**src/rob_macros.svh**
```systemverilog
// sizes shared by the reorder buffer RTL
// ROB_DEPTH must be a power of two since the pointers wrap by truncation
// register number widths follow from PRF_DEPTH and ARCH_REGS
`ifndef ROB_MACROS_SVH
`define ROB_MACROS_SVH

// entries per thread
`define ROB_DEPTH	16

// physical register file
`define PRF_DEPTH	64

// architectural registers
`define ARCH_REGS	32

`define PC_WIDTH	64

// arn driven on an idle commit slot so that the write is discarded downstream
`define ZERO_REG	31

`endif
```
**src/rob_pkg.sv**
```systemverilog
// types shared by the reorder buffer
// a thread bit of 0 names thread 1 and a bit of 1 names thread 2
`include "rob_macros.svh"

package rob_pkg;

	typedef logic [$clog2(`ROB_DEPTH)-1:0] rob_idx_t;
	typedef logic [$clog2(`ROB_DEPTH):0] rob_ptr_t;	// msb is the wrap bit
	typedef logic [`PC_WIDTH-1:0] pc_t;
	typedef logic [$clog2(`ARCH_REGS)-1:0] arn_t;
	typedef logic [$clog2(`PRF_DEPTH)-1:0] prn_t;

	// names one entry across both queues
	typedef struct packed {
		logic		thread;
		rob_idx_t	idx;
	} rob_tag_t;

	typedef struct packed {
		logic	valid;
		pc_t	pc;
		arn_t	arn_dest;
		prn_t	prn_dest;
		logic	is_branch;
		logic	is_halt;
	} dispatch_inst_t;

	typedef struct packed {
		pc_t	pc;
		arn_t	arn_dest;
		prn_t	prn_dest;
		logic	is_branch;
		logic	is_halt;
		logic	done;
		logic	mispredict;
		pc_t	target_pc;
	} rob_entry_t;

	// report from one functional unit
	typedef struct packed {
		logic		valid;
		rob_tag_t	tag;
		logic		mispredict;
		pc_t		target_pc;
	} completion_t;

	typedef struct packed {
		logic	valid;
		logic	thread;
		pc_t	pc;
		pc_t	target_pc;
		logic	is_branch;
		logic	mispredict;
		arn_t	arn_dest;
		prn_t	prn_dest;
		logic	is_halt;
	} commit_t;

	typedef struct packed {
		logic		valid;
		rob_ptr_t	new_tail;	// head after this cycle's commits
	} flush_t;

endpackage

```
**src/dispatch_alloc.sv**
```systemverilog
// tail pointers and entry allocation for both threads
// a thread is ready while at least two entries are free
// a dispatch to a thread that is not ready, or in a cycle with any flush,
// is dropped and returns zero tags; inst_b is taken only with inst_a
`timescale 1ns/1ps
`include "rob_macros.svh"

module dispatch_alloc (
	input	logic								clock,
	input	logic								reset,
	input	logic								dispatch_thread,
	input	rob_pkg::dispatch_inst_t			inst_a,
	input	rob_pkg::dispatch_inst_t			inst_b,
	input	rob_pkg::rob_ptr_t [1:0]			head_ptr,
	input	rob_pkg::flush_t [1:0]				flush,
	output	rob_pkg::rob_tag_t					tag_a,
	output	rob_pkg::rob_tag_t					tag_b,
	output	logic [1:0]							ready,
	output	rob_pkg::rob_ptr_t [1:0]			tail_ptr,
	output	logic [1:0][`ROB_DEPTH-1:0]			load_en_a,
	output	logic [1:0][`ROB_DEPTH-1:0]			load_en_b
);
	import rob_pkg::*;

	rob_ptr_t [1:0]	used;
	rob_ptr_t [1:0]	tail_d;
	rob_ptr_t		advance;
	rob_idx_t		idx_a;
	rob_idx_t		idx_b;
	logic			flush_any;
	logic			take_a;
	logic			take_b;

	always_comb
	begin
		for (int t = 0; t < 2; t++)
		begin
			used[t] = tail_ptr[t] - head_ptr[t];	// 0 to ROB_DEPTH thanks to the wrap bit
			ready[t] = (used[t] <= rob_ptr_t'(`ROB_DEPTH - 2));
		end
	end

	assign flush_any = flush[0].valid | flush[1].valid;
	assign take_a = inst_a.valid & ready[dispatch_thread] & ~flush_any;
	assign take_b = take_a & inst_b.valid;
	assign idx_a = rob_idx_t'(tail_ptr[dispatch_thread]);
	assign idx_b = idx_a + rob_idx_t'(1);
	assign advance = rob_ptr_t'(take_a) + rob_ptr_t'(take_b);

	always_comb
	begin
		tag_a = '0;
		tag_b = '0;
		load_en_a = '0;
		load_en_b = '0;
		if (take_a)
		begin
			tag_a.thread = dispatch_thread;
			tag_a.idx = idx_a;
			load_en_a[dispatch_thread][idx_a] = 1'b1;
		end
		if (take_b)
		begin
			tag_b.thread = dispatch_thread;
			tag_b.idx = idx_b;
			load_en_b[dispatch_thread][idx_b] = 1'b1;
		end

		tail_d = tail_ptr;
		tail_d[dispatch_thread] = tail_ptr[dispatch_thread] + advance;
		for (int t = 0; t < 2; t++)
		begin
			if (flush[t].valid)
				tail_d[t] = flush[t].new_tail;	// drop everything younger than the branch
		end
	end

	always_ff @(posedge clock)
	begin
		if (reset)
			tail_ptr <= '0;
		else
			tail_ptr <= tail_d;
	end

	// ready depends on the head kept by the commit side
	a_dispatch_ready: assert property (@(posedge clock) disable iff (reset)
		(inst_a.valid && !flush_any) |-> ready[dispatch_thread])
		else $error("dispatch to thread bit %0d while it is not ready", dispatch_thread);

endmodule

```
**config.mk**
```make
export PLATFORM = sky130hd
export DESIGN_NAME = dispatch_alloc
export DESIGN_NICKNAME = d
export VERILOG_FILES = /design/src/rob_pkg.sv /design/src/dispatch_alloc.sv
export VERILOG_INCLUDE_DIRS = /design/src
export SDC_FILE = /design/constraint.sdc
export NUM_CORES = 1
export LEC_CHECK = 0
export BUFFER_PORTS_ARGS = -buffer_cell sky130_fd_sc_hd__buf_2
export CORE_AREA = 5 5 99 101
export CTS_CLUSTER_DIAMETER = 120
export DETAILED_ROUTE_END_ITERATION = 8
export DIE_AREA = 0 0 104 106
export PLACE_DENSITY = 0.64
export SKIP_LAST_GASP = 1
export SLEW_MARGIN = 20
export SYNTH_ARGS = -nofsm -noshare
export SYNTH_HDL_FRONTEND = slang
export SYNTH_SLANG_ARGS = --single-unit
```
**constraint.sdc**
```tcl
create_clock -name clock -period 10 [get_ports clock]
set_input_delay 1 -clock clock [delete_from_list [all_inputs] [get_ports clock]]
set_output_delay 1 -clock clock [all_outputs]
set_load 0.02 [all_outputs]
```
==> reports/results.ini, run 1 <==
[run_status]
status=complete, no violations

[synthesis]
yosysSeqAreaShare=0.116
synth_nets=449
synthFlopType=dfxtp_1
yosys_warnings=0
ys_ff_latch=10
yosysUniqueCellTypes=47
synth_edf_count=0
async_flop_share=0
syn-cell-area_um2=1720
syn-mean-instance-area_um2=6.89
synthCells=250

[setup_path]
start_kind=input port
timing.rr.start=tail_ptr[5]
r2r_cells=15
crit_end=load_en_b[5]
cp-startpoint=dispatch_thread
r2r_slack_ns=6.19
cp_max_fo=24
reg2reg_to=tail_ptr[2]
crit_path_end_kind=primary output
cp.arrival_ns=3.69
worstPathRequired_ns=9.00
worstSetupPathType=in2out

[placement]
portBuffers=112
place.gp.congestion=0.792
dp_hpwl_um=5790
place_area_um2=2360
preCtsSetupSlack_ns=5.37

[timing]
relSlewSlack=0.414
rsz0062_at_grt=false
finalHoldWorstSlack_ns=0.697
post-route-min-period_ns=4.69
setup_ws_ns=5.31
period_share=0.469
tightest_slew_ns=0.875
finClkSkew_ns=0.00129
slew_violations=0
setup_viol=0
timing.fmax_mhz=213
hold_viol=0
final.setup.tns_ns=0

[cts]
cts.clk_slew.worst_paths_ns=0.05
post_cts_buffers=0
root_buffer=clkbuf_8
tritoncts=yes
cts_resized=0
insertion_delay_ns=0.24
clock_path_buffers=2
htreeDepth=1
ctsHoldBuffers=0
cts_buffers=3
clock-sinks=10

[drt]
post_drt_wl_per_cell_um=15.4
first_pass_iters=4
route.detailed.drc=0
num_vias=2183
drt_iter0_drc=106
ant_nets=0
viasPerCell=4.67
routed_wl_um=7170

[final_layout]
largest_register=tail_ptr
reg.largest.list=tail_ptr: 10 flops
final_common_cell=buf_2
drive_gt1_frac=0.360
final_cell_mix=buf_2, nor2_1, a21oi_1
fin_nets=557
area_growth_pct=39.1
diodes=0
largest_register_ff_count=10
fill_cells=1028
fin_area_um2=2400

[pwr]
powerDensity_nw_per_um2=69.8
peakVddDrop_uv=53.7
power.leakage_nw=1.23

[floorplanning]
row_count=35
die_area_um2=11000
coreArea_um2=8930
start_util=0.193
io_pins=267
fp.dieW_um=104
die_h_um=106

[run]
drv_cap=0

[grt]
grt_overflow=0
antenna_found_initial=0
grt_pass1_vias=2264
grt_pass1_wl_um=11400
track_usage=0.124
grt_max_degree=25

[worst_hold_path]
hold_class=reg2reg

-- stage by stage --
stage | cells | utilization | power, mW
floorplan | 250 | - | 0.101
global placement | 464 | 0.264 | 0.123
detailed placement | 464 | 0.264 | 0.125
CTS | 467 | 0.268 | 0.168
global route | 467 | 0.268 | 0.180
finish | 467 | 0.268 | 0.167
-- logic make-up (layout without fill, tap and decap cells) --
logic type | after synthesis | in the layout | share of synthesized area
fa+ha+maj | 18 | 18 | 0.144
compound gates | 33 | 33 | 0.115
xor+xnor | 13 | 13 | 0.0661
buf+inv | 25 | 131 | 0.0733
flops | 10 | 10 | 0.116
simple gates | 140 | 140 | 0.404
mux | 11 | 11 | 0.0821
-- area by class of cell --
| cell class | instances | area [um2] | share of cell area |
|---|---|---|---|
| repair buffers | 112 | 561 | 0.234 |
| multi-input cells | 215 | 1400 | 0.582 |
| well taps | 111 | 139 | 0.0579 |
| clock buffers | 3 | 41.3 | 0.0172 |
| flip-flops and latches | 10 | 200 | 0.0835 |
| inverters | 16 | 60.1 | 0.0251 |
-- worst max-delay path, cell delays in order --
cell      delay (ns)
buf_2           0.45
mux2i_1         0.46
inv_1           0.21
ha_1            0.31
inv_1           0.24
nand2_1         0.16
o32a_1          0.35
nand2b_4        0.18
nor2_1          0.11
buf_2           0.19
-- routing by layer --
metal,global-route usage,vias up,wire length (um)
met2,0.223,77,3580
met4,0.0250,0,72
met3,0.0328,6,498
met1,0.149,1027,3020
met5,0,-,0
li1,-,1073,-
-- worst min path at each step --
stage	start	to	slack [ns]	cells past startpoint
global placement	tail_ptr[4]	tail_ptr[4]	0.67	4
global route	tail_ptr[4]	tail_ptr[4]	0.78	4
CTS	tail_ptr[4]	tail_ptr[4]	0.70	4
finish	tail_ptr[4]	tail_ptr[4]	0.70	4
floorplan	tail_ptr[5]	tail_ptr[5]	0.77	4
detailed placement	tail_ptr[4]	tail_ptr[4]	0.68	4
-- synth_stat cells, types with 2 or more instances --
master    count  share of area
a211oi_1      2         0.0087
a21oi_1      22          0.064
buf_6         4          0.026
clkbuf_1      2         0.0044
dfxtp_1      10           0.12
fa_1          3          0.035
ha_1         15           0.11
inv_1        16          0.035
mux2_2        2          0.013
mux2i_1       6          0.035
mux2i_4       2          0.026
nand2_1      13          0.028
nand2b_4      2          0.016
nand3_1       3         0.0087
nand3b_1      3          0.013
nand4_1       8          0.029
nand4b_1      2          0.010
nor2_1       77           0.17
nor3_1       17          0.049
nor4_1        2         0.0073
o32a_1        2          0.012
xnor2_1       6          0.031
xor2_1        7          0.036
-- report_power, final --
group          leakage, nW  total (mW)  switching (mW)  internal [mW]
sequential          0.0825      0.0481         0.00575         0.0424
clock               0.0216      0.0426          0.0162         0.0264
combinational         1.13      0.0766          0.0476         0.0290
Note: power is estimated with default switching activity, not from simulation.
==> run 2, diff against run 1 <==
ABC_AREA = 1   (was not set)
CORE_AREA = 5 5 101 103   (was 5 5 99 101)
DIE_AREA = 0 0 106 108   (was 0 0 104 106)
PLACE_DENSITY = 0.65   (was 0.64)
clock period = 3.9 ns   (was 10 ns; I/O delays follow)
==> run 2 against run 1 <==
Compared with the run above: worst hold slack worse by 0.28 ns; critical endpoint is now tag_b[4]; core utilization up 0.28 points; synthesized cell count up 22%; cell count up 11%; first-iteration DRC count down 9.4%; largest power group unchanged; largest cell class unchanged; clock-buffer cell count up 1.
==> reports/results.ini, run 2 <==
[run]
drv_cap=0  ; unchanged

[drt]
ant_nets=0  ; unchanged
post_drt_wl_per_cell_um=13.0  ; -16%
viasPerCell=4.28  ; -8.3%
routed_wl_um=6740  ; -6.0%
num_vias=2228  ; +2.1%
first_pass_iters=4  ; unchanged
route.detailed.drc=0  ; unchanged
drt_iter0_drc=96  ; -9.4%

[pwr]
power.leakage_nw=1.37  ; +11%
powerDensity_nw_per_um2=191  ; +170%
total_power_mw=0.471  ; +180%
peakVddDrop_uv=106  ; +97%

[final_layout]
largest_register=tail_ptr
final_cell_mix=buf_2, nand2_1, nor2_1
area_growth_pct=38.8
fin_nets=609  ; +9.3%
drive_gt1_frac=0.355  ; -0.00503
final_common_cell=buf_2
diodes=0  ; unchanged
fin_area_um2=2470  ; +3.0%
final_util=0.271  ; +0.00281
fill_cells=1019  ; -0.88%
largest_register_ff_count=10  ; unchanged
reg.largest.list=tail_ptr: 10 flops

[synthesis]
yosys.area_share.simple=0.498  ; +0.0941
synth_top_area_share=0.171  ; +0.00313
yosys.area_share.adder=0.139  ; -0.00455
synthCells=304  ; +22%
syn-mean-instance-area_um2=5.85  ; -15%
ys_ff_latch=10  ; unchanged
synth_nets=503  ; +12%
synth-compound-area-share=0.0823  ; -0.0325
synthTopCellsByCount=nand2_1, nor2_1, inv_1
syn-cell-area_um2=1780  ; +3.3%
synth_xor_area_frac=0.0436  ; -0.0225
yosysMostFrequentCell=nand2_1
yosysSeqAreaShare=0.113  ; -0.00368
synth_area_leaders=nand2_1, nor2_1, dfxtp_1
synth_edf_count=0  ; unchanged
yosys_warnings=0  ; unchanged
async_flop_share=0  ; unchanged
synth_top_family_by_area=simple AND/OR/NAND/NOR gates
muxShareOfSynthArea=0  ; -0.0821
synthFlopType=dfxtp_1
synth_top_cell_by_area=nand2_1
yosysUniqueCellTypes=34  ; -28%

[run_status]
status=complete, no violations

[floorplanning]
coreArea_um2=9110  ; +2.0%
fp.dieW_um=106  ; +1.9%
row_count=35  ; unchanged
io_pins=267  ; unchanged
die_area_um2=11400  ; +3.8%
die_h_um=108  ; +1.9%
start_util=0.195  ; +0.00247

[setup_path]
crit_path_end_kind=primary output
worstSetupPathType=reg2out
start_kind=register
worstPathRequired_ns=3.51  ; -5.49 ns
cp_max_fo=31  ; +29%
cp.arrival_ns=3.00  ; -0.69 ns

[placement]
place.gp.congestion=0.831  ; +4.9%
place_area_um2=2410  ; +2.5%
dp_hpwl_um=5740  ; -0.89%
portBuffers=112  ; unchanged
preCtsSetupSlack_ns=0.578  ; -4.79 ns

[timing]
tightest_slew_ns=0.664  ; -0.211 ns
timing.fmax_mhz=295
relSlewSlack=0.557  ; +0.143
rsz0062_at_grt=false
final.setup.tns_ns=0  ; unchanged
slew_violations=0  ; unchanged
setup_ws_ns=0.512  ; -4.80 ns
setup_viol=0  ; unchanged
post-route-min-period_ns=3.39
hold_viol=0  ; unchanged
finClkSkew_ns=0.00186  ; +0.000570 ns
period_share=0.869

[grt]
grt_pass1_wl_um=10800  ; -4.9%
grt_overflow=0  ; unchanged
grt.met3_usage=0.0310  ; -0.00174
met1_usage=0.137  ; -0.0120
use_met2=0.204  ; -0.0187
grt_pass1_vias=2208  ; -2.5%
track_usage=0.115  ; -0.00932
top_usage_layer=met2
grt_max_degree=32  ; +28%
antenna_found_initial=0  ; unchanged

[cts]
cts_resized=0  ; unchanged
clock_path_buffers=2  ; unchanged
post_cts_buffers=0  ; unchanged
tritoncts=yes
cts.clk_slew.worst_paths_ns=0.06  ; about the same
htreeDepth=1  ; unchanged
root_buffer=clkbuf_8
ctsHoldBuffers=0  ; unchanged
insertion_delay_ns=0.24  ; about the same
cts_buffers=3  ; unchanged
clock-sinks=10  ; unchanged

[worst_hold_path]
hold_class=in2reg

-- run 2: cell count changes after synthesis, sizes merged, moves of 4 or more --
cell	delta
nand2	+69
inv	+23
a21oi	-16
mux2i	-9
nand3	+8
nand4	-7
o21ai	+6
xnor2	-4
-- run 2: where the power goes --
group          leakage, nW  total (mW)  switching [mW]  internal [mW]
Sequential          0.0826       0.118         0.00839          0.109
Combinational         1.25       0.217           0.146         0.0708
Clock               0.0288       0.136          0.0472         0.0892
-- run 2: routing by layer --
layer | part of all wire | wire length [um] | vias to the layer above
li1 | - | - | 1153
met1 | 0.42 | 2830 | 995
met5 | 0 | 0 | -
met4 | 0.012 | 79 | 0
met3 | 0.072 | 487 | 6
met2 | 0.50 | 3350 | 74
-- run 2: critical path, stage by stage (launching register included) --
cell and delay [ns]:
dfxtp_1 0.39, inv_1 0.06, ha_1 0.20, fa_1 0.36, inv_1 0.10, nand3_1 0.09
nand2_1 0.08, nand2_1 0.04, nand2_1 0.06, nand2_1 0.10, inv_1 0.11, nand3_2 0.51
buf_4 0.38, nor2_1 0.07, buf_2 0.18
-- run 2: kinds of logic after synthesis --
group           after synthesis
fa+ha+maj                    18
simple gates                195
xor+xnor                      8
buf+inv                      52
compound gates               21
flops                        10
-- run 2: metrics by stage --
step	std cells	hold slack, ns
CTS	520	0.404
global placement	516	0.528
global route	520	0.420
detailed placement	516	0.541
finish	520	0.413
floorplan	304	0.459
-- run 2: final timing paths --
check                                 start           to  slack, ns  cells after the start
worst max-delay path            tail_ptr[5]     tag_b[4]       0.51                     14
worst min-delay path                  reset  tail_ptr[8]       0.41                      2
worst max register to register  tail_ptr[5]  tail_ptr[9]       0.66                     17
worst min register to register  tail_ptr[7]  tail_ptr[7]       0.54                      2
-- run 2: final cells by class --
cell class | instances | area, um2 | share of cell area
Tap cell | 111 | 139 | 0.0562
Timing Repair Buffer | 113 | 568 | 0.230
Sequential cell | 10 | 200 | 0.0811
Multi-Input combinational cell | 242 | 1360 | 0.550
Inverter | 40 | 150 | 0.0608
Clock buffer | 4 | 55.1 | 0.0223
